File: src/adcfifo_defs.svh
`ifndef ADCFIFO_DEFS_SVH
`define ADCFIFO_DEFS_SVH

// register map
`define REG_FIFO_STAT                8'h10
`define REG_FIFO_STATE               8'h11
`define REG_FIFO_FIRST_ERROR         8'h12
`define REG_STREAM_SEGMENT_THRESHOLD 8'h13
`define REG_ADC_LOW_RES              8'h14
`define REG_FIFO_UNDERFLOW_COUNT     8'h15
`define REG_FIFO_NO_UNDERFLOW_ERROR  8'h16
`define REG_CAPTURE_DONE             8'h17
`define REG_CAPTURE_ARM              8'h18
`define REG_FAST_FIFO_READ_MODE      8'h19
`define REG_ADCREAD_ADDR             8'h03

// field widths
`define ADC_BITS       10
`define THRESHOLD_BITS 17
`define BYTECNT_BITS   7

// sample FIFO
`define ADCFIFO_DEPTH  32

// capture length after reset, in samples
`define THRESHOLD_RESET 17'd65536

`endif

File: src/adcfifo_pkg.sv
`include "adcfifo_defs.svh"

package adcfifo_pkg;

  typedef struct packed {
    logic [7:0]               address;
    logic [`BYTECNT_BITS-1:0] bytecnt;
    logic [7:0]               datai;
    logic                     read;
    logic                     write;
  } reg_bus_t;

  typedef enum logic [2:0] {
    IDLE    = 3'd0,
    ARMED   = 3'd1,
    CAPTURE = 3'd2,
    DONE    = 3'd3
  } capture_state_e;

  // one FIFO word, either a single full sample or two low-res bytes
  typedef union packed {
    struct packed {
      logic [15-`ADC_BITS:0] pad;
      logic [`ADC_BITS-1:0]  sample;
    } full;
    struct packed {
      logic [7:0] hi; // later sample
      logic [7:0] lo; // earlier sample
    } pair;
  } sample_word_u;

  typedef struct packed {
    logic       empty;
    logic       overflow;
    logic       underflow;
    logic [7:0] reserved;
  } fifo_err_t;

endpackage

File: src/reg_adcfifo.sv
`include "adcfifo_defs.svh"
`timescale 1ns/100ps

module reg_adcfifo
  import adcfifo_pkg::*;
(
  input  logic                       clk_usb,
  input  logic                       reset,
  input  reg_bus_t                   bus,
  input  capture_state_e             state,
  input  fifo_err_t                  fifo_err,
  input  fifo_err_t                  fifo_first_err,
  input  capture_state_e             first_err_state,
  input  sample_word_u               fifo_head,
  input  logic [7:0]                 underflow_count,
  input  logic                       capture_done,
  output logic [7:0]                 reg_datao,
  output logic                       fifo_rd_en,
  output logic                       low_res,
  output logic                       low_res_lsb,
  output logic                       fast_fifo_read_mode,
  output logic [`THRESHOLD_BITS-1:0] stream_segment_threshold,
  output logic                       clear_fifo_errors,
  output logic                       no_underflow_errors,
  output logic                       arm
);

  logic        read_r;         // read level, one cycle late
  logic        pop_cond;
  logic        fifo_rd_en_reg;
  logic [15:0] stat_word;
  logic [23:0] first_err_word;
  logic [23:0] threshold_word;

  // byte idx of a little-endian word, zero past its last byte
  function automatic logic [7:0] pick_byte(
    input logic [31:0]              word,
    input int unsigned              nbytes,
    input logic [`BYTECNT_BITS-1:0] idx
  );
    logic [7:0] result;
    result = 8'h00;
    if (idx < nbytes) begin
      result = word[idx[1:0]*8 +: 8];
    end
    return result;
  endfunction

  assign stat_word      = {5'b0, fifo_err};
  assign first_err_word = {5'b0, first_err_state, 5'b0, fifo_first_err};
  assign threshold_word = {{(24-`THRESHOLD_BITS){1'b0}}, stream_segment_threshold};

  always_comb begin
    reg_datao = 8'h00;
    if (bus.read) begin
      case (bus.address)
        `REG_FIFO_STAT:                reg_datao = pick_byte({16'b0, stat_word}, 2, bus.bytecnt);
        `REG_FIFO_STATE:               reg_datao = {5'b0, state};
        `REG_FIFO_FIRST_ERROR:         reg_datao = pick_byte({8'b0, first_err_word}, 3,
                                                             bus.bytecnt);
        `REG_STREAM_SEGMENT_THRESHOLD: reg_datao = pick_byte({8'b0, threshold_word}, 3,
                                                             bus.bytecnt);
        `REG_ADC_LOW_RES:              reg_datao = {6'b0, low_res_lsb, low_res};
        `REG_FIFO_UNDERFLOW_COUNT:     reg_datao = underflow_count;
        `REG_FIFO_NO_UNDERFLOW_ERROR:  reg_datao = {7'b0, no_underflow_errors};
        `REG_CAPTURE_DONE:             reg_datao = {7'b0, capture_done};
        `REG_FAST_FIFO_READ_MODE:      reg_datao = {7'b0, fast_fifo_read_mode};
        `REG_ADCREAD_ADDR:             reg_datao = bus.bytecnt[0] ? fifo_head.pair.hi
                                                                  : fifo_head.pair.lo;
        default:                       reg_datao = 8'h00;
      endcase
    end
  end

  // high byte of a sample word pops the FIFO
  assign pop_cond = bus.read && !read_r && (bus.address == `REG_ADCREAD_ADDR) &&
                    bus.bytecnt[0];

  // fast mode pops in the first read cycle
  assign fifo_rd_en = fast_fifo_read_mode ? pop_cond : fifo_rd_en_reg;

  always_ff @(posedge clk_usb) begin
    if (reset) begin
      read_r         <= 1'b0;
      fifo_rd_en_reg <= 1'b0;
    end else begin
      read_r         <= bus.read;
      fifo_rd_en_reg <= pop_cond;
    end
  end

  always_ff @(posedge clk_usb) begin
    if (reset) begin
      low_res                  <= 1'b0;
      low_res_lsb              <= 1'b0;
      clear_fifo_errors        <= 1'b0;
      no_underflow_errors      <= 1'b0;
      stream_segment_threshold <= `THRESHOLD_RESET;
      arm                      <= 1'b0;
    end else begin
      arm <= 1'b0;
      if (bus.write) begin
        case (bus.address)
          `REG_ADC_LOW_RES:             {low_res_lsb, low_res} <= bus.datai[1:0];
          `REG_FIFO_STAT:               clear_fifo_errors <= bus.datai[0];
          `REG_FIFO_NO_UNDERFLOW_ERROR: no_underflow_errors <= bus.datai[0];
          `REG_CAPTURE_ARM:             arm <= bus.datai[0];
          `REG_STREAM_SEGMENT_THRESHOLD: begin
            case (bus.bytecnt)
              7'd0:    stream_segment_threshold[7:0] <= bus.datai;
              7'd1:    stream_segment_threshold[15:8] <= bus.datai;
              7'd2:    stream_segment_threshold[16] <= bus.datai[0];
              default: ;
            endcase
          end
          default: ;
        endcase
      end
    end
  end

  always_ff @(posedge clk_usb) begin
    if (reset) begin
      fast_fifo_read_mode <= 1'b0;
    end else if (bus.write) begin
      if (bus.address == `REG_FAST_FIFO_READ_MODE) begin
        fast_fifo_read_mode <= bus.datai[0];
      end else begin
        fast_fifo_read_mode <= 1'b0; // any other write ends fast mode
      end
    end
  end

endmodule

File: src/adcfifo_capture_fsm.sv
`timescale 1ns/100ps

module adcfifo_capture_fsm
  import adcfifo_pkg::*;
(
  input  logic           clk_usb,
  input  logic           reset,
  input  logic           arm,
  input  logic           trigger,
  input  logic           count_done,
  output capture_state_e state,
  output logic           capturing,
  output logic           capture_done
);

  capture_state_e state_next;

  always_comb begin
    state_next = state;
    case (state)
      IDLE: begin
        if (arm) begin
          state_next = ARMED;
        end
      end
      ARMED: begin
        if (trigger) begin
          state_next = CAPTURE; // first trigger cycle starts capture
        end
      end
      CAPTURE: begin
        if (count_done) begin
          state_next = DONE;
        end
      end
      DONE: begin
        if (arm) begin
          state_next = ARMED; // rearm for the next capture
        end
      end
      default: begin
        state_next = IDLE;
      end
    endcase
  end

  always_ff @(posedge clk_usb) begin
    if (reset) begin
      state <= IDLE;
    end else begin
      state <= state_next;
    end
  end

  // no more samples once the last one was counted
  assign capturing    = (state == CAPTURE) && !count_done;
  assign capture_done = (state == DONE);

endmodule

File: src/adcfifo_sample_counter.sv
`include "adcfifo_defs.svh"
`timescale 1ns/100ps

module adcfifo_sample_counter (
  input  logic                       clk_usb,
  input  logic                       reset,
  input  logic                       arm,
  input  logic                       capturing,
  input  logic                       adc_valid,
  input  logic [`THRESHOLD_BITS-1:0] stream_segment_threshold,
  input  logic                       underflow_event,
  input  logic                       no_underflow_errors,
  input  logic                       clear_fifo_errors,
  output logic                       count_done,
  output logic [7:0]                 underflow_count,
  output logic                       flush_partial
);

  logic [`THRESHOLD_BITS-1:0] sample_count;
  logic [`THRESHOLD_BITS-1:0] count_next;
  logic                       mask_r; // previous no_underflow_errors

  assign count_next = sample_count + 1'b1;

  always_ff @(posedge clk_usb) begin
    if (reset) begin
      sample_count  <= '0;
      count_done    <= 1'b0;
      flush_partial <= 1'b0;
    end else begin
      count_done    <= 1'b0;
      flush_partial <= 1'b0;
      if (arm) begin
        sample_count <= '0;
      end else if (capturing && adc_valid) begin
        sample_count <= count_next;
        if (count_next >= stream_segment_threshold) begin
          count_done    <= 1'b1;
          flush_partial <= count_next[0]; // odd count leaves a half word
        end
      end
    end
  end

  // underflow count restarts when masking is switched on
  always_ff @(posedge clk_usb) begin
    if (reset) begin
      underflow_count <= 8'h00;
      mask_r          <= 1'b0;
    end else begin
      mask_r <= no_underflow_errors;
      if (clear_fifo_errors || (no_underflow_errors && !mask_r)) begin
        underflow_count <= 8'h00;
      end else if (underflow_event && (underflow_count != 8'hff)) begin
        underflow_count <= underflow_count + 8'h01; // saturates at 255
      end
    end
  end

endmodule

File: src/adcfifo_sample_fifo.sv
`include "adcfifo_defs.svh"
`timescale 1ns/100ps

module adcfifo_sample_fifo
  import adcfifo_pkg::*;
(
  input  logic                 clk_usb,
  input  logic                 reset,
  input  logic                 arm,
  input  logic                 capturing,
  input  logic                 adc_valid,
  input  logic [`ADC_BITS-1:0] adc_sample,
  input  logic                 low_res,
  input  logic                 low_res_lsb,
  input  logic                 flush_partial,
  input  logic                 fifo_rd_en,
  input  logic                 clear_fifo_errors,
  input  logic                 no_underflow_errors,
  input  capture_state_e       state,
  output sample_word_u         fifo_head,
  output fifo_err_t            fifo_err,
  output fifo_err_t            fifo_first_err,
  output capture_state_e       first_err_state,
  output logic                 underflow_event
);

  localparam int AW = $clog2(`ADCFIFO_DEPTH);
  localparam logic [AW:0] DEPTH_CNT = `ADCFIFO_DEPTH;

  sample_word_u mem [`ADCFIFO_DEPTH];
  sample_word_u wr_word;
  logic [AW-1:0] wr_ptr;
  logic [AW-1:0] rd_ptr;
  logic [AW:0]   fill;
  logic          empty;
  logic          full;
  logic          sample_strobe;
  logic          wr_req;
  logic          wr_en;
  logic          rd_en;
  logic [7:0]    lr_byte;
  logic [7:0]    pending_byte; // earlier sample of a low-res pair
  logic          half_pending;
  logic          set_ovf;
  logic          set_udf;
  logic          ovf_err;
  logic          udf_err;
  fifo_err_t     err_next;

  assign sample_strobe = capturing && adc_valid;
  assign lr_byte = low_res_lsb ? adc_sample[7:0] : adc_sample[`ADC_BITS-1:2];

  always_comb begin
    wr_word = '0;
    wr_req  = 1'b0;
    if (sample_strobe) begin
      if (!low_res) begin
        wr_word.full.sample = adc_sample;
        wr_req              = 1'b1;
      end else if (half_pending) begin
        wr_word.pair.lo = pending_byte;
        wr_word.pair.hi = lr_byte;
        wr_req          = 1'b1;
      end
    end else if (flush_partial && half_pending) begin
      wr_word.pair.lo = pending_byte; // high byte stays zero
      wr_req          = 1'b1;
    end
  end

  always_ff @(posedge clk_usb) begin
    if (reset) begin
      half_pending <= 1'b0;
    end else if (arm || flush_partial) begin
      half_pending <= 1'b0;
    end else if (sample_strobe && low_res) begin
      half_pending <= !half_pending;
    end
  end

  always_ff @(posedge clk_usb) begin
    if (sample_strobe && low_res && !half_pending) begin
      pending_byte <= lr_byte;
    end
  end

  assign empty           = (fill == '0);
  assign full            = (fill == DEPTH_CNT);
  assign wr_en           = wr_req && !full;     // dropped when full
  assign rd_en           = fifo_rd_en && !empty;
  assign underflow_event = fifo_rd_en && empty;
  assign set_ovf         = wr_req && full;
  assign set_udf         = underflow_event && !no_underflow_errors;

  always_ff @(posedge clk_usb) begin
    if (wr_en) begin
      mem[wr_ptr] <= wr_word;
    end
  end

  assign fifo_head = mem[rd_ptr]; // first word falls through

  always_ff @(posedge clk_usb) begin
    if (reset || arm) begin
      wr_ptr <= '0;
      rd_ptr <= '0;
      fill   <= '0;
    end else begin
      wr_ptr <= wr_ptr + AW'(wr_en);
      rd_ptr <= rd_ptr + AW'(rd_en);
      case ({wr_en, rd_en})
        2'b10:   fill <= fill + 1'b1;
        2'b01:   fill <= fill - 1'b1;
        default: ;
      endcase
    end
  end

  assign err_next.empty     = empty;
  assign err_next.overflow  = ovf_err || set_ovf;
  assign err_next.underflow = udf_err || set_udf;
  assign err_next.reserved  = 8'h00;

  assign fifo_err.empty     = empty;
  assign fifo_err.overflow  = ovf_err;
  assign fifo_err.underflow = udf_err;
  assign fifo_err.reserved  = 8'h00;

  always_ff @(posedge clk_usb) begin
    if (reset || clear_fifo_errors) begin
      ovf_err         <= 1'b0;
      udf_err         <= 1'b0;
      fifo_first_err  <= '0;
      first_err_state <= IDLE;
    end else begin
      ovf_err <= err_next.overflow;
      udf_err <= err_next.underflow;
      if (!(ovf_err || udf_err) && (set_ovf || set_udf)) begin
        fifo_first_err  <= err_next; // first error since last clear
        first_err_state <= state;
      end
    end
  end

endmodule

File: src/adcfifo_top.sv
`include "adcfifo_defs.svh"
`timescale 1ns/100ps

module adcfifo_top
  import adcfifo_pkg::*;
(
  input  logic                 clk_usb,
  input  logic                 reset,
  input  reg_bus_t             bus,
  input  logic [`ADC_BITS-1:0] adc_sample,
  input  logic                 adc_valid,
  input  logic                 trigger,
  output logic [7:0]           reg_datao,
  output logic                 capture_done
);

  capture_state_e             state;
  capture_state_e             first_err_state;
  fifo_err_t                  fifo_err;
  fifo_err_t                  fifo_first_err;
  sample_word_u               fifo_head;
  logic [7:0]                 underflow_count;
  logic [`THRESHOLD_BITS-1:0] stream_segment_threshold;
  logic                       fifo_rd_en;
  logic                       low_res;
  logic                       low_res_lsb;
  logic                       fast_fifo_read_mode;
  logic                       clear_fifo_errors;
  logic                       no_underflow_errors;
  logic                       arm;
  logic                       capturing;
  logic                       count_done;
  logic                       flush_partial;
  logic                       underflow_event;

  reg_adcfifo u_reg (
    .clk_usb                  (clk_usb),
    .reset                    (reset),
    .bus                      (bus),
    .state                    (state),
    .fifo_err                 (fifo_err),
    .fifo_first_err           (fifo_first_err),
    .first_err_state          (first_err_state),
    .fifo_head                (fifo_head),
    .underflow_count          (underflow_count),
    .capture_done             (capture_done),
    .reg_datao                (reg_datao),
    .fifo_rd_en               (fifo_rd_en),
    .low_res                  (low_res),
    .low_res_lsb              (low_res_lsb),
    .fast_fifo_read_mode      (fast_fifo_read_mode),
    .stream_segment_threshold (stream_segment_threshold),
    .clear_fifo_errors        (clear_fifo_errors),
    .no_underflow_errors      (no_underflow_errors),
    .arm                      (arm)
  );

  adcfifo_capture_fsm u_fsm (
    .clk_usb      (clk_usb),
    .reset        (reset),
    .arm          (arm),
    .trigger      (trigger),
    .count_done   (count_done),
    .state        (state),
    .capturing    (capturing),
    .capture_done (capture_done)
  );

  adcfifo_sample_counter u_counter (
    .clk_usb                  (clk_usb),
    .reset                    (reset),
    .arm                      (arm),
    .capturing                (capturing),
    .adc_valid                (adc_valid),
    .stream_segment_threshold (stream_segment_threshold),
    .underflow_event          (underflow_event),
    .no_underflow_errors      (no_underflow_errors),
    .clear_fifo_errors        (clear_fifo_errors),
    .count_done               (count_done),
    .underflow_count          (underflow_count),
    .flush_partial            (flush_partial)
  );

  adcfifo_sample_fifo u_fifo (
    .clk_usb             (clk_usb),
    .reset               (reset),
    .arm                 (arm),
    .capturing           (capturing),
    .adc_valid           (adc_valid),
    .adc_sample          (adc_sample),
    .low_res             (low_res),
    .low_res_lsb         (low_res_lsb),
    .flush_partial       (flush_partial),
    .fifo_rd_en          (fifo_rd_en),
    .clear_fifo_errors   (clear_fifo_errors),
    .no_underflow_errors (no_underflow_errors),
    .state               (state),
    .fifo_head           (fifo_head),
    .fifo_err            (fifo_err),
    .fifo_first_err      (fifo_first_err),
    .first_err_state     (first_err_state),
    .underflow_event     (underflow_event)
  );

endmodule

File: config.mk
export PLATFORM = sky130hd
export DESIGN_NAME = adcfifo_top
export DESIGN_NICKNAME = d
export VERILOG_FILES = /design/src/adcfifo_pkg.sv /design/src/reg_adcfifo.sv /design/src/adcfifo_capture_fsm.sv /design/src/adcfifo_sample_counter.sv /design/src/adcfifo_sample_fifo.sv /design/src/adcfifo_top.sv
export VERILOG_INCLUDE_DIRS = /design/src /design/src/src
export SDC_FILE = /design/constraint.sdc
export NUM_CORES = 1
export LEC_CHECK = 0
export ABC_AREA = 0
export BUFFER_PORTS_ARGS = -buffer_cell sky130_fd_sc_hd__buf_4
export CORE_MARGIN = 10
export CORE_UTILIZATION = 40
export CTS_BUF_LIST = sky130_fd_sc_hd__clkbuf_4 sky130_fd_sc_hd__clkbuf_8
export CTS_CLUSTER_SIZE = 28
export DETAILED_ROUTE_END_ITERATION = 10
export HOLD_SLACK_MARGIN = 0.03
export SYNTH_ARGS = -nofsm -noshare
export SYNTH_HDL_FRONTEND = slang
export SYNTH_SLANG_ARGS = --single-unit
File: constraint.sdc
create_clock -name clk_usb -period 5 [get_ports clk_usb]
set_input_delay 0.5 -clock clk_usb [delete_from_list [all_inputs] [get_ports clk_usb]]
set_output_delay 0.5 -clock clk_usb [all_outputs]
set_load 0.05 [all_outputs]
==> results.py <==
metrics = {
    "outcome": {
        "outcome": "complete, but fails checks",
        "failed_checks": "design-rule violations",
    },
    "die": {
        "die_h_microns": 269,
        "ios": 48,
        "fp-row-count": 91,
        "die_w_microns": 269,
        "start_util_pct": 40.3,
        "die-area_sq_um": 72300,
        "core_sq_um": 61500,
    },
    "setup_path": {
        "crit_required_ns": 4.50,
        "path_max_fanout": 32,
        "crit_buf_inv": 3,
        "crit_arrival_ns": 4.10,
        "slowest_stage": "dfxtp_4",
        "path_cells": "buf_12, buf_4, mux2i_1, o221ai_1, a21oi_1, o21ai_1, a222oi_1, o31ai_1, buf_4",
        "crit_type": "register to primary output",
        "worstRegToRegCells": 13,
        "r2r-start": "u_counter.sample_count[0]",
        "reg2reg_to": "u_counter.flush_partial",
        "critPathTopFamily": "compound AO/OA/AOI/OAI gates",
        "r2r_slack_ns": 1.08,
        "endpoint_kind": "primary output",
        "slowest_delay_ns": 0.79,
        "cp_common_cell": "buf_4",
        "crit_start": "u_fifo.rd_ptr[0]",
        "critPathLaunchType": "register",
    },
    "route": {
        "ant_nets": 0,
        "dr_total_vias": 14200,
        "drt-vias-per-instance": 5.56,
        "drc": 1,
        "firstDrtPassIters": 8,
        "finalWirelength_microns": 61800,
        "wl_per_cell_microns": 24.3,
        "drt_iter0_drc": 1423,
    },
    "sta": {
        "drv_slew": 0,
        "final_hold_viol_count": 0,
        "final-setup-viol-count": 0,
        "totalNegativeSetupSlack_ns": 0,
        "maxSlewHeadroom_pct": 39.1,
        "fin_ws_ns": 0.398,
        "period_share_pct": 92.0,
        "tightest_slew_ns": 0.903,
        "grt_setup_unrepaired": "false",
        "fmax_mhz": 217,
        "final.setup_skew_ns": 0.0365,
        "fin_crit_ns": 4.60,
    },
    "synth": {
        "synthTopCellsByArea": "edfxtp_1, mux4_2, dfxtp_1, mux2i_1, nor2_1",
        "synthCells": 1521,
        "syn_avg_cell_area_sq_um": 16.3,
        "synthMuxAreaShare_pct": 13.8,
        "synthSimpleGateAreaFrac_pct": 6.44,
        "seq_area_frac_synth_pct": 69.4,
        "yosys_register_bits": 599,
        "synth_compound_area_share_pct": 5.40,
        "ys_warn_count": 0,
        "synth_enable_flop_cells": 520,
        "yosysMostFrequentCell": "edfxtp_1",
        "yosys.area.top_type_share_pct": 63.0,
        "synth-main-ff-cell": "edfxtp_1",
        "synthAdderAreaFrac_pct": 1.70,
        "ys_async_sr_fraction_pct": 0,
        "syn_nets": 1593,
        "synthTopCellsByCount": "edfxtp_1, nor2_1, mux2i_1, mux4_2, dfxtp_1",
        "synthXorXnorAreaFrac_pct": 1.52,
        "syn_area_sq_um": 24800,
        "ys_types": 71,
        "synth_top_area_cell": "edfxtp_1",
        "synth_top_family_by_area": "multiplexers",
    },
    "cells_and_area": {
        "largest_reg_flops": 512,
        "post_route_cells_drive_above_1_share_pct": 23.5,
        "syn_to_final_growth_pct": 15.5,
        "fill_cells": 5267,
        "final_cell_area_sq_um": 28600,
        "reg_top3": "u_fifo.mem x512, u_counter.sample_count x17, u_reg.stream_segment_threshold x17",
        "post-route-util_pct": 46.5,
        "diodes": 0,
        "final_nets": 1744,
        "top_register": "u_fifo.mem",
    },
    "clocking": {
        "root_buffer": "clkbuf_8",
        "cts_tree": "yes",
        "clock_path_buffers": 3,
        "clk_latency_ns": 0.70,
        "cts_resized": 0,
        "cts_made_buffers": 98,
        "cts.clk_slew.worst_paths_ns": 0.06,
        "htreeDepth": 3,
        "numClockSinks": 599,
    },
    "place": {
        "dpl_cell_area_sq_um": 26500,
        "dpl.hpwl_microns": 39200,
        "port-buffer-count": 47,
        "dp_slack_ns": 0.746,
        "place.gp.congestion": 0.919,
    },
    "job": {
        "maxCapViolations": 0,
    },
    "grt": {
        "grt_pass1_wl_microns": 92400,
        "grt.overflow.total": 0,
        "grt_pass1_vias": 14400,
        "antenna_found_initial": 1,
        "grt_max_degree": 38,
        "grt_usage_pct": 17.2,
    },
    "min_path": {
        "hold_end": "u_reg.stream_segment_threshold[14]",
        "min_path_type": "input pin to register",
        "holdPathStages": 3,
        "hold_path_startpoint": "bus[8]",
    },
    "power_and_ir_drop": {
        "peakVddDrop_uv": 203,
        "p_leak_nw": 8.92,
        "pwr_density_cell_nw_per_um2": 360,
    },
}
[through the flow]
stage / std cells / hold WS, ns / power (W)
6_report: 2547 / 0.0789 / 0.0103
3_3_place_gp: 2358 / 0.444 / 0.00588
2_1_floorplan: 1521 / 0.424 / 0.00574
4_1_cts: 2547 / 0.0311 / 0.0104
5_1_grt: 2547 / 0.0795 / 0.0107
3_5_place_dp: 2358 / 0.442 / 0.00589
[worst min-delay path: stages]
cell	delay (ns)
buf_4	0.10
mux2i_1	0.06
nor2_1	0.07
[power by group]
part | leakage (nW) | internal [W] | switching, W
clock | 1.11 | 0.00253 | 0.00199
sequential | 5.05 | 0.00544 | 0.0000241
combinational | 2.77 | 0.000109 | 0.000211
[how the worst max path moves through the flow]
stage / end / cells after the start
global route: reg_datao[5] / 9
floorplan: u_fifo.fill[5] / 12
global placement: u_fifo.fill[5] / 14
finish: reg_datao[5] / 9
CTS: reg_datao[5] / 9
detailed placement: u_fifo.fill[5] / 14
[timing repair]
action	in CTS	in global routing
endpoints found under the hold margin	5	0
hold buffers	4	0
buffers inserted	0	0
[layer usage]
metal | up-vias | GRT usage [%] | share of wire [%]
met1 | 7230 | 22.5 | 42
met2 | 484 | 28.4 | 48
met3 | 124 | 3.17 | 6.6
met5 | - | 0 | 0
met4 | 0 | 6.38 | 3.0
li1 | 6317 | - | -
[logic make-up (layout without fill, tap and decap cells)]
logic type                 Yosys count  after routing
AOI/OAI and AO/OA                  192            192
xor gates and xnor gates            43             43
adders and majority gates           33             33
buffers and inverters              110            346
DFF                                599            599
muxes                              220            220
and+or+nand+nor                    324            324
[placed cells by master (no fill, tap or decap), types with 22 or more instances in the layout]
cell type,synthesis,layout
a21oi_1,37,37
buf_4,1,120
clkbuf_4,0,28
clkbuf_8,0,105
clkinv_1,1,25
dfxtp_1,79,77
edfxtp_1,520,520
ha_1,32,32
inv_1,31,31
mux2i_1,108,108
mux4_2,95,95
nand2_1,61,61
nand3_1,39,39
nor2_1,117,116
xnor2_1,22,22
[cell type report]
type | instances | area (sq um) | share of cell area [%]
tap | 790 | 988 | 3.45
clock inverter | 52 | 452 | 1.58
multi-input combinational | 812 | 7170 | 25.0
sequential | 599 | 17200 | 60.1
inverter | 33 | 124 | 0.433
clock buffer | 133 | 1660 | 5.79
timing repair buffer | 128 | 1020 | 3.57
No activity file was read; power rests on OpenSTA's default activity.
